File: src/md_pkg.sv
// Shared types for the multiply/divide unit
// Operand and result width is fixed at 32 bits; sign mode bit 0 is
// operand a and bit 1 is operand b

package md_pkg;

  // Word width as a 6-bit constant
  localparam logic [5:0] WORD_W = 6'd32;

  // Half-operand width of the multiply step
  localparam int HALF_W = 16;

  typedef logic [WORD_W-1:0] word_t;

  typedef enum logic [1:0] {
    MD_MUL  = 2'd0,
    MD_MULH = 2'd1,
    MD_DIV  = 2'd2,
    MD_REM  = 2'd3
  } md_op_e;

  // Bit 0 marks a as signed, bit 1 marks b as signed
  typedef logic [1:0] md_sign_t;

  // Multiplier steps, ALBL doubles as the idle state
  typedef enum logic [1:0] {
    ALBL,
    ALBH,
    AHBL,
    AHBH
  } mult_state_e;

  typedef enum logic [2:0] {
    DIV_IDLE,
    DIV_ABS_A,
    DIV_ABS_B,
    DIV_COMP,
    DIV_LAST,
    DIV_SIGN,
    DIV_FINISH
  } div_state_e;

endpackage

File: src/md_mult.sv
// Multi-cycle multiplier, one 17x17 signed MAC over 16-bit operand halves
// MUL is done after 3 steps and MULH after 4; the first step runs in the
// accept cycle straight from the request lines
// Result and valid are held until res_ready_i

`timescale 1ns/1ps

module md_mult #(
  parameter int TAG_W = 4
) (
  input  logic              clk_i,
  input  logic              rst_ni,
  input  logic              req_valid_i,
  output logic              req_ready_o,
  input  md_pkg::md_op_e    req_op_i,
  input  md_pkg::md_sign_t  req_sign_i,
  input  md_pkg::word_t     req_a_i,
  input  md_pkg::word_t     req_b_i,
  input  logic [TAG_W-1:0]  req_tag_i,
  output logic              res_valid_o,
  input  logic              res_ready_i,
  output md_pkg::word_t     res_data_o,
  output logic [TAG_W-1:0]  res_tag_o
);

  localparam int H = md_pkg::HALF_W;

  md_pkg::mult_state_e state_q, state_d;
  md_pkg::word_t       a_q, b_q;
  md_pkg::md_op_e      op_q;
  md_pkg::md_sign_t    sign_q;
  logic [TAG_W-1:0]    tag_q;

  logic [33:0]         acc_q, acc_d, accum;
  logic [H-1:0]        mul_a, mul_b;
  logic                sign_a, sign_b;
  logic                signed_mult;
  logic                is_mul;
  logic                step;
  logic signed [33:0]  mac_res;

  assign is_mul      = (op_q == md_pkg::MD_MUL);
  assign signed_mult = (sign_q != 2'b00);

  // Top two bits of the true sum are always equal, so 34 bits suffice
  assign mac_res = $signed({sign_a, mul_a}) * $signed({sign_b, mul_b}) + $signed(accum);

  always_comb begin
    mul_a       = a_q[H-1:0];
    mul_b       = b_q[H-1:0];
    sign_a      = 1'b0;
    sign_b      = 1'b0;
    accum       = '0;
    acc_d       = mac_res;
    state_d     = state_q;
    res_valid_o = 1'b0;
    res_data_o  = mac_res[31:0];
    case (state_q)
      md_pkg::ALBL: begin
        // al*bl, taken from the request lines
        mul_a   = req_a_i[H-1:0];
        mul_b   = req_b_i[H-1:0];
        state_d = md_pkg::ALBH;
      end
      md_pkg::ALBH: begin
        mul_b  = b_q[2*H-1:H];
        sign_b = sign_q[1] & b_q[31];
        // al*bl is unsigned without carry
        accum  = {18'b0, acc_q[31:16]};
        if (is_mul) begin
          acc_d = {2'b0, mac_res[15:0], acc_q[15:0]};
        end
        state_d = md_pkg::AHBL;
      end
      md_pkg::AHBL: begin
        mul_a  = a_q[2*H-1:H];
        sign_a = sign_q[0] & a_q[31];
        if (is_mul) begin
          accum       = {18'b0, acc_q[31:16]};
          res_data_o  = {mac_res[15:0], acc_q[15:0]};
          res_valid_o = 1'b1;
          state_d     = md_pkg::ALBL;
        end else begin
          accum   = acc_q;
          state_d = md_pkg::AHBH;
        end
      end
      default: begin
        // ah*bh on the upper part of the running sum
        mul_a       = a_q[2*H-1:H];
        mul_b       = b_q[2*H-1:H];
        sign_a      = sign_q[0] & a_q[31];
        sign_b      = sign_q[1] & b_q[31];
        accum       = {{16{signed_mult & acc_q[33]}}, acc_q[33:16]};
        res_valid_o = 1'b1;
        state_d     = md_pkg::ALBL;
      end
    endcase
  end

  assign req_ready_o = (state_q == md_pkg::ALBL);
  assign res_tag_o   = tag_q;

  // Idle waits for a request, a finished result waits for res_ready_i
  assign step = (state_q == md_pkg::ALBL) ? req_valid_i : (~res_valid_o | res_ready_i);

  always_ff @(posedge clk_i or negedge rst_ni) begin
    if (!rst_ni) begin
      state_q <= md_pkg::ALBL;
    end else if (step) begin
      state_q <= state_d;
    end
  end

  always_ff @(posedge clk_i) begin
    if (req_ready_o && req_valid_i) begin
      a_q    <= req_a_i;
      b_q    <= req_b_i;
      op_q   <= req_op_i;
      sign_q <= req_sign_i;
      tag_q  <= req_tag_i;
    end
    if (step) begin
      acc_q <= acc_d;
    end
  end

endmodule

File: src/md_div.sv
// Restoring long divider for DIV and REM with its own 33-bit subtractor
// Divide by zero finishes after 2 cycles, any other divide after 37
// Most negative / -1 returns the most negative number and remainder 0
// Result and valid are held in DIV_FINISH until res_ready_i

`timescale 1ns/1ps

module md_div #(
  parameter int TAG_W = 4
) (
  input  logic              clk_i,
  input  logic              rst_ni,
  input  logic              req_valid_i,
  output logic              req_ready_o,
  input  md_pkg::md_op_e    req_op_i,
  input  md_pkg::md_sign_t  req_sign_i,
  input  md_pkg::word_t     req_a_i,
  input  md_pkg::word_t     req_b_i,
  input  logic [TAG_W-1:0]  req_tag_i,
  output logic              res_valid_o,
  input  logic              res_ready_i,
  output md_pkg::word_t     res_data_o,
  output logic [TAG_W-1:0]  res_tag_o
);

  md_pkg::div_state_e state_q, state_d;
  logic [4:0]         cnt_q, cnt_dec;

  md_pkg::word_t      a_q, b_q;
  md_pkg::md_op_e     op_q;
  md_pkg::md_sign_t   sign_q;
  logic [TAG_W-1:0]   tag_q;
  md_pkg::word_t      num_q, den_q, rem_q, quo_q, res_q;

  logic [32:0]        sub_a, sub_b, sub_res;
  logic               is_ge;
  logic               neg_a, neg_b, neg_res;
  md_pkg::word_t      one_hot, next_rem, next_quo;

  assign neg_a   = sign_q[0] & a_q[31];
  assign neg_b   = sign_q[1] & b_q[31];
  assign neg_res = (op_q == md_pkg::MD_DIV) ? (neg_a ^ neg_b) : neg_a;

  // Subtractor: remainder minus divisor while dividing, else 0 - x
  assign sub_a = (state_q == md_pkg::DIV_COMP || state_q == md_pkg::DIV_LAST) ?
                 {1'b0, rem_q} : 33'd0;

  always_comb begin
    case (state_q)
      md_pkg::DIV_ABS_A: sub_b = {1'b0, a_q};
      md_pkg::DIV_ABS_B: sub_b = {1'b0, b_q};
      md_pkg::DIV_SIGN:  sub_b = {1'b0, res_q};
      default:           sub_b = {1'b0, den_q};
    endcase
  end

  assign sub_res  = sub_a - sub_b;
  assign is_ge    = ~sub_res[32];

  assign cnt_dec  = cnt_q - 5'd1;
  assign one_hot  = md_pkg::word_t'(1) << cnt_q;
  assign next_rem = is_ge ? sub_res[31:0] : rem_q;
  assign next_quo = is_ge ? (quo_q | one_hot) : quo_q;

  always_comb begin
    state_d = state_q;
    case (state_q)
      md_pkg::DIV_IDLE: begin
        if (req_valid_i) begin
          state_d = (req_b_i == '0) ? md_pkg::DIV_FINISH : md_pkg::DIV_ABS_A;
        end
      end
      md_pkg::DIV_ABS_A: state_d = md_pkg::DIV_ABS_B;
      md_pkg::DIV_ABS_B: state_d = md_pkg::DIV_COMP;
      md_pkg::DIV_COMP: begin
        if (cnt_q == 5'd1) begin
          state_d = md_pkg::DIV_LAST;
        end
      end
      md_pkg::DIV_LAST:  state_d = md_pkg::DIV_SIGN;
      md_pkg::DIV_SIGN:  state_d = md_pkg::DIV_FINISH;
      md_pkg::DIV_FINISH: begin
        if (res_ready_i) begin
          state_d = md_pkg::DIV_IDLE;
        end
      end
      default: state_d = md_pkg::DIV_IDLE;
    endcase
  end

  always_ff @(posedge clk_i or negedge rst_ni) begin
    if (!rst_ni) begin
      state_q <= md_pkg::DIV_IDLE;
      cnt_q   <= '0;
    end else begin
      state_q <= state_d;
      if (state_q == md_pkg::DIV_ABS_B) begin
        cnt_q <= 5'd31;
      end else if (state_q == md_pkg::DIV_COMP) begin
        cnt_q <= cnt_dec;
      end
    end
  end

  always_ff @(posedge clk_i) begin
    case (state_q)
      md_pkg::DIV_IDLE: begin
        if (req_valid_i) begin
          a_q    <= req_a_i;
          b_q    <= req_b_i;
          op_q   <= req_op_i;
          sign_q <= req_sign_i;
          tag_q  <= req_tag_i;
          // Zero-divisor result, overwritten by a normal divide
          res_q  <= (req_op_i == md_pkg::MD_REM) ? req_a_i : '1;
        end
      end
      md_pkg::DIV_ABS_A: begin
        num_q <= neg_a ? sub_res[31:0] : a_q;
        quo_q <= '0;
      end
      md_pkg::DIV_ABS_B: begin
        den_q <= neg_b ? sub_res[31:0] : b_q;
        rem_q <= {31'b0, num_q[31]};
      end
      md_pkg::DIV_COMP: begin
        rem_q <= {next_rem[30:0], num_q[cnt_dec]};
        quo_q <= next_quo;
      end
      md_pkg::DIV_LAST: begin
        res_q <= (op_q == md_pkg::MD_DIV) ? next_quo : next_rem;
      end
      md_pkg::DIV_SIGN: begin
        if (neg_res) begin
          res_q <= sub_res[31:0];
        end
      end
      default: begin
      end
    endcase
  end

  assign req_ready_o = (state_q == md_pkg::DIV_IDLE);
  assign res_valid_o = (state_q == md_pkg::DIV_FINISH);
  assign res_data_o  = res_q;
  assign res_tag_o   = tag_q;

endmodule

File: src/md_port_arb.sv
// Request steering and result arbitration for the two units
// MUL/MULH go to the multiplier, DIV/REM to the divider
// Result grant is round-robin with no register stage on the data path

`timescale 1ns/1ps

module md_port_arb #(
  parameter int TAG_W = 4
) (
  input  logic              clk_i,
  input  logic              rst_ni,
  input  logic              req_valid_i,
  output logic              req_ready_o,
  input  md_pkg::md_op_e    req_op_i,
  input  md_pkg::md_sign_t  req_sign_i,
  input  md_pkg::word_t     req_a_i,
  input  md_pkg::word_t     req_b_i,
  input  logic [TAG_W-1:0]  req_tag_i,
  output logic              res_valid_o,
  input  logic              res_ready_i,
  output md_pkg::word_t     res_data_o,
  output logic [TAG_W-1:0]  res_tag_o,
  output logic              mul_req_valid_o,
  input  logic              mul_req_ready_i,
  output logic              div_req_valid_o,
  input  logic              div_req_ready_i,
  output md_pkg::md_op_e    req_op_o,
  output md_pkg::md_sign_t  req_sign_o,
  output md_pkg::word_t     req_a_o,
  output md_pkg::word_t     req_b_o,
  output logic [TAG_W-1:0]  req_tag_o,
  input  logic              mul_res_valid_i,
  input  md_pkg::word_t     mul_res_data_i,
  input  logic [TAG_W-1:0]  mul_res_tag_i,
  output logic              mul_res_ready_o,
  input  logic              div_res_valid_i,
  input  md_pkg::word_t     div_res_data_i,
  input  logic [TAG_W-1:0]  div_res_tag_i,
  output logic              div_res_ready_o
);

  logic sel_mul;
  logic grant_div;
  // Divider wins a tie when set
  logic prio_div_q;

  assign sel_mul = (req_op_i == md_pkg::MD_MUL) || (req_op_i == md_pkg::MD_MULH);

  assign mul_req_valid_o = req_valid_i & sel_mul;
  assign div_req_valid_o = req_valid_i & ~sel_mul;
  assign req_ready_o     = sel_mul ? mul_req_ready_i : div_req_ready_i;

  assign req_op_o   = req_op_i;
  assign req_sign_o = req_sign_i;
  assign req_a_o    = req_a_i;
  assign req_b_o    = req_b_i;
  assign req_tag_o  = req_tag_i;

  assign grant_div = div_res_valid_i & (~mul_res_valid_i | prio_div_q);

  assign res_valid_o     = mul_res_valid_i | div_res_valid_i;
  assign res_data_o      = grant_div ? div_res_data_i : mul_res_data_i;
  assign res_tag_o       = grant_div ? div_res_tag_i : mul_res_tag_i;
  assign mul_res_ready_o = res_ready_i & ~grant_div;
  assign div_res_ready_o = res_ready_i & grant_div;

  // A stalled grant keeps its priority so the output stays stable,
  // after a transfer the other unit is preferred
  always_ff @(posedge clk_i or negedge rst_ni) begin
    if (!rst_ni) begin
      prio_div_q <= 1'b0;
    end else if (res_valid_o) begin
      prio_div_q <= res_ready_i ? ~grant_div : grant_div;
    end
  end

endmodule

File: src/md_top.sv
// Multiply/divide unit with tagged requests and out-of-order results
// A multiply and a divide can be in flight at the same time

`timescale 1ns/1ps

module md_top #(
  parameter int TAG_W = 4
) (
  input  logic              clk_i,
  input  logic              rst_ni,
  input  logic              req_valid_i,
  output logic              req_ready_o,
  input  md_pkg::md_op_e    req_op_i,
  input  md_pkg::md_sign_t  req_sign_i,
  input  md_pkg::word_t     req_a_i,
  input  md_pkg::word_t     req_b_i,
  input  logic [TAG_W-1:0]  req_tag_i,
  output logic              res_valid_o,
  input  logic              res_ready_i,
  output md_pkg::word_t     res_data_o,
  output logic [TAG_W-1:0]  res_tag_o
);

  logic             mul_req_valid, mul_req_ready, div_req_valid, div_req_ready;
  md_pkg::md_op_e   op;
  md_pkg::md_sign_t sign;
  md_pkg::word_t    a, b;
  logic [TAG_W-1:0] tag;
  logic             mul_res_valid, mul_res_ready, div_res_valid, div_res_ready;
  md_pkg::word_t    mul_res_data, div_res_data;
  logic [TAG_W-1:0] mul_res_tag, div_res_tag;

  md_port_arb #(.TAG_W(TAG_W)) u_arb (
    .clk_i, .rst_ni,
    .req_valid_i, .req_ready_o, .req_op_i, .req_sign_i, .req_a_i, .req_b_i, .req_tag_i,
    .res_valid_o, .res_ready_i, .res_data_o, .res_tag_o,
    .mul_req_valid_o(mul_req_valid), .mul_req_ready_i(mul_req_ready),
    .div_req_valid_o(div_req_valid), .div_req_ready_i(div_req_ready),
    .req_op_o(op), .req_sign_o(sign), .req_a_o(a), .req_b_o(b), .req_tag_o(tag),
    .mul_res_valid_i(mul_res_valid), .mul_res_data_i(mul_res_data),
    .mul_res_tag_i(mul_res_tag), .mul_res_ready_o(mul_res_ready),
    .div_res_valid_i(div_res_valid), .div_res_data_i(div_res_data),
    .div_res_tag_i(div_res_tag), .div_res_ready_o(div_res_ready)
  );

  md_mult #(.TAG_W(TAG_W)) u_mult (
    .clk_i, .rst_ni,
    .req_valid_i(mul_req_valid), .req_ready_o(mul_req_ready),
    .req_op_i(op), .req_sign_i(sign), .req_a_i(a), .req_b_i(b), .req_tag_i(tag),
    .res_valid_o(mul_res_valid), .res_ready_i(mul_res_ready),
    .res_data_o(mul_res_data), .res_tag_o(mul_res_tag)
  );

  md_div #(.TAG_W(TAG_W)) u_div (
    .clk_i, .rst_ni,
    .req_valid_i(div_req_valid), .req_ready_o(div_req_ready),
    .req_op_i(op), .req_sign_i(sign), .req_a_i(a), .req_b_i(b), .req_tag_i(tag),
    .res_valid_o(div_res_valid), .res_ready_i(div_res_ready),
    .res_data_o(div_res_data), .res_tag_o(div_res_tag)
  );

endmodule

File: config.mk
export PLATFORM = sky130hd
export DESIGN_NAME = md_top
export DESIGN_NICKNAME = d
export VERILOG_FILES = /design/src/md_pkg.sv /design/src/md_mult.sv /design/src/md_div.sv /design/src/md_port_arb.sv /design/src/md_top.sv
export SDC_FILE = /design/constraint.sdc
export NUM_CORES = 2
export LEC_CHECK = 0
export BUFFER_PORTS_ARGS = -buffer_cell sky130_fd_sc_hd__buf_2
export CORE_UTILIZATION = 40
export DETAILED_ROUTE_END_ITERATION = 6
export PLACE_DENSITY = 0.66
export SYNTH_ARGS = -nofsm -noshare
export SYNTH_HDL_FRONTEND = slang
export SYNTH_SLANG_ARGS = --single-unit
File: constraint.sdc
create_clock -name clk_i -period 16.25 [get_ports clk_i]
set_clock_uncertainty 0.15 [all_clocks]
set_input_delay 4.0625 -clock clk_i [delete_from_list [all_inputs] [get_ports clk_i]]
set_output_delay 4.0625 -clock clk_i [all_outputs]
set_load 0.005 [all_outputs]
==> results.ini <==
[cts]
cts_setup_buffers=0
ctsRootBufferMaster=clkbuf_16
cts_buffers=38
clock_sinks=349
clk_pin_slew_ps=60
worstSkewPairLatency_ps=600
cts.hold.buffers_added=0
cts_buffer_depth=3
htreeDepth=2
cts_resized=0
cts_tree=built

[synth]
synth.net_count=3587
synthXorXnorAreaFrac=0.0229
yosys.area.top_type_share=0.328
synth_top_cell_by_area=edfxtp_1
synth-edff-count=338
synth_fa_ha_area_frac=0.277
seq_area_frac_synth=0.337
synth_cell_type_count=82
synthMuxAreaShare=0.0504
ys_top_cells_by_area=edfxtp_1 33%, fa_1 22%, ha_1 5.7%, inv_1 5.1%, nor2_1 4.2%
synth-compound-area-share=0.123
ys_ff_latch=349
syn_area_um2=30900
syn_area_per_cell_um2=10.2
synth.most_common_cell=inv_1
synth_top_family_by_area=adder cells
synth-simple-area-share=0.119
synthTopCellsByCount=422 x inv_1, 342 x nor2_1, 340 x fa_1
synthCells=3030
async_flop_share=0.0315
ys.flop_type=edfxtp_1
synth_warnings=0

[run]
maxCapViolations=0

[die]
initial_utilization=0.406
fp.dieW_um=280
die_area_um2=78400
rows=101
die_h_um=280
num_io_pins=114
coreArea_um2=76200

[final_layout]
regArea_um2=10400
nets=3677
drive_gt1_frac=0.108
multi_input_area_um2=18400
nFillCells=7262
syn_to_final_growth_pct=10.2

[worst_setup_path]
worstSetupPathType=in -> out
end_kind=primary output
cp_slowest_cell=fa_1
crit_arrival_ps=11620
cp_top_family=adder cells
critPathRequiredTime_ps=12040
crit_buf_inv=7
start_kind=primary input
crit_path_max_fanout=5
crit_path_frequent_cell=fa_1
critPathMaxStageDelay_ps=610

[place]
place.gp.congestion=0.977
hpwl_um=85700
io_buffer_count=113

[grt]
grt_pass1_wl_um=159000
antenna_found_initial=6
grt_max_degree=64
grtUsageTotal=0.279
grt_overflow=0
grt_pass1_vias=23515

[routing]
drcViolationCount=0
drtIter0Drc=2903
antenna_left=0
viasPerCell=5.83
drt_pass1_iterations=6
post_drt_wl_per_cell_um=26.2
drt_wl_total_um=110000
vias=24385

[timing]
fin_tns_setup_ps=0
slew_headroom=0.236
fmax_ghz=0.0632
tightest_slew_ps=1150
min_period_ps=15830
setup_viol=0
slew_viol_final=0
fin_crit_sh=0.974
final_hold_viol_count=0
rsz0062_at_grt=false

[status]
status=completed

[worst_hold_path]
hold_path.class=reg -> reg

## worst paths after layout
path / start / end / slack [ps] / cells past startpoint
setup / recovery: req_b_i[0] / res_data_o[23] / 420 / 25
hold / removal: u_div.a_q[0] / u_div.num_q[0] / 410 / 2
setup reg to reg: u_mult.state_q[1] / u_mult.acc_q[33] / 6910 / 26
hold reg to reg: u_div.a_q[0] / u_div.num_q[0] / 410 / 2
max in group asynchronous: rst_ni / u_div.state_q[2] / 12470 / 1
min in group asynchronous: rst_ni / u_arb.prio_div_q / 3220 / 1
## metrics by stage
step | utilization | cells | hold slack [ps] | area (um2) | worst slack [ps]
final | 0.447 | 4182 | 405 | 34100 | 416
after global routing | 0.447 | 4179 | 444 | 34100 | 38.3
after CTS | 0.447 | 4178 | 405 | 34100 | 528
after detailed placement | 0.431 | 4110 | 392 | 32900 | 573
after global placement | 0.431 | 4110 | 382 | 32900 | 669
after floorplan | - | 3030 | 340 | 30900 | 1740
## sequential cells by signal, indices dropped and copies added (netlist names), 3 cells and up
register,count
u_mult.acc_q,34
u_div.a_q,32
u_div.b_q,32
u_div.den_q,32
u_div.num_q,32
u_div.quo_q,32
u_div.rem_q,32
u_div.res_data_o,32
u_mult.a_q,32
u_mult.b_q,32
u_div.cnt_q,5
u_div.res_tag_o,4
u_mult.res_tag_o,4
u_div.state_q,3
## tightest hold or removal path, delay by kind of cell, from the launching register on
| family | cells | cell delay [ps] |
|---|---|---|
| flops | 1 | 340 |
| compound gates | 1 | 70 |
| simple gates | 1 | 50 |
## final cells by class
cell class	instances	area share
Antenna cell	4	0.000294
Clock buffer	44	0.0286
Clock inverter	24	0.00613
Inverter	422	0.0465
Multi-Input combinational cell	2116	0.540
Sequential cell	349	0.306
Tap cell	1030	0.0378
Timing Repair Buffer	193	0.0342
## kinds of logic (layout without fill, tap and decap cells)
family                     after synthesis  in the layout
DFF                                    349            349
muxes                                  138            138
buffers and inverters                  565            683
xor gates and xnor gates                81             81
and+or+nand+nor                        847            847
adders and majority gates              481            481
AOI/OAI and AO/OA                      569            569
other                                    0              4
## layout by cell type, fill, tap and decap left out, types with 7 or more instances in the layout
master     synthesis  final
a211oi_1          20     19
a21o_1            27     27
a21oi_1          123    123
a221oi_1          45     45
a22o_1            13     13
a31oi_1           38     38
and2_1            50     49
and3_1            14     14
buf_2             11    113
buf_4              1     80
clkbuf_16          0     38
clkinv_1           0      9
clkinv_2           0      7
dfrtp_1           11      8
edfxtp_1         338    338
fa_1             340    340
ha_1             141    141
inv_1            422    422
mux2_2            42     42
mux2i_1           86     86
mux4_2            10     10
nand2_1          306    305
nand2b_1          21     21
nand3_1           27     26
nand4_1           10     10
nor2_1           342    339
nor2b_1           19     17
nor3_1            17     14
nor4_1            12     11
o211ai_1          11     11
o21a_1            53     53
o21ai_0          114    113
o21ai_1           21     21
o21bai_1          10     10
o22ai_1           14     14
o31ai_1           11     11
or2_2              7      7
xnor2_1           52     52
xor2_1            29     29
## layer usage
layer	part of all wire	routed length, um	GRT usage
met1	0.38	42100	0.373
met2	0.45	49400	0.431
met3	0.12	12600	0.0664
met4	0.050	5520	0.123
met5	0.00015	17	0
Power is left out: the tool's default activity adds up to more than one toggle a clock period on the data nets, which glitch-free logic cannot reach.
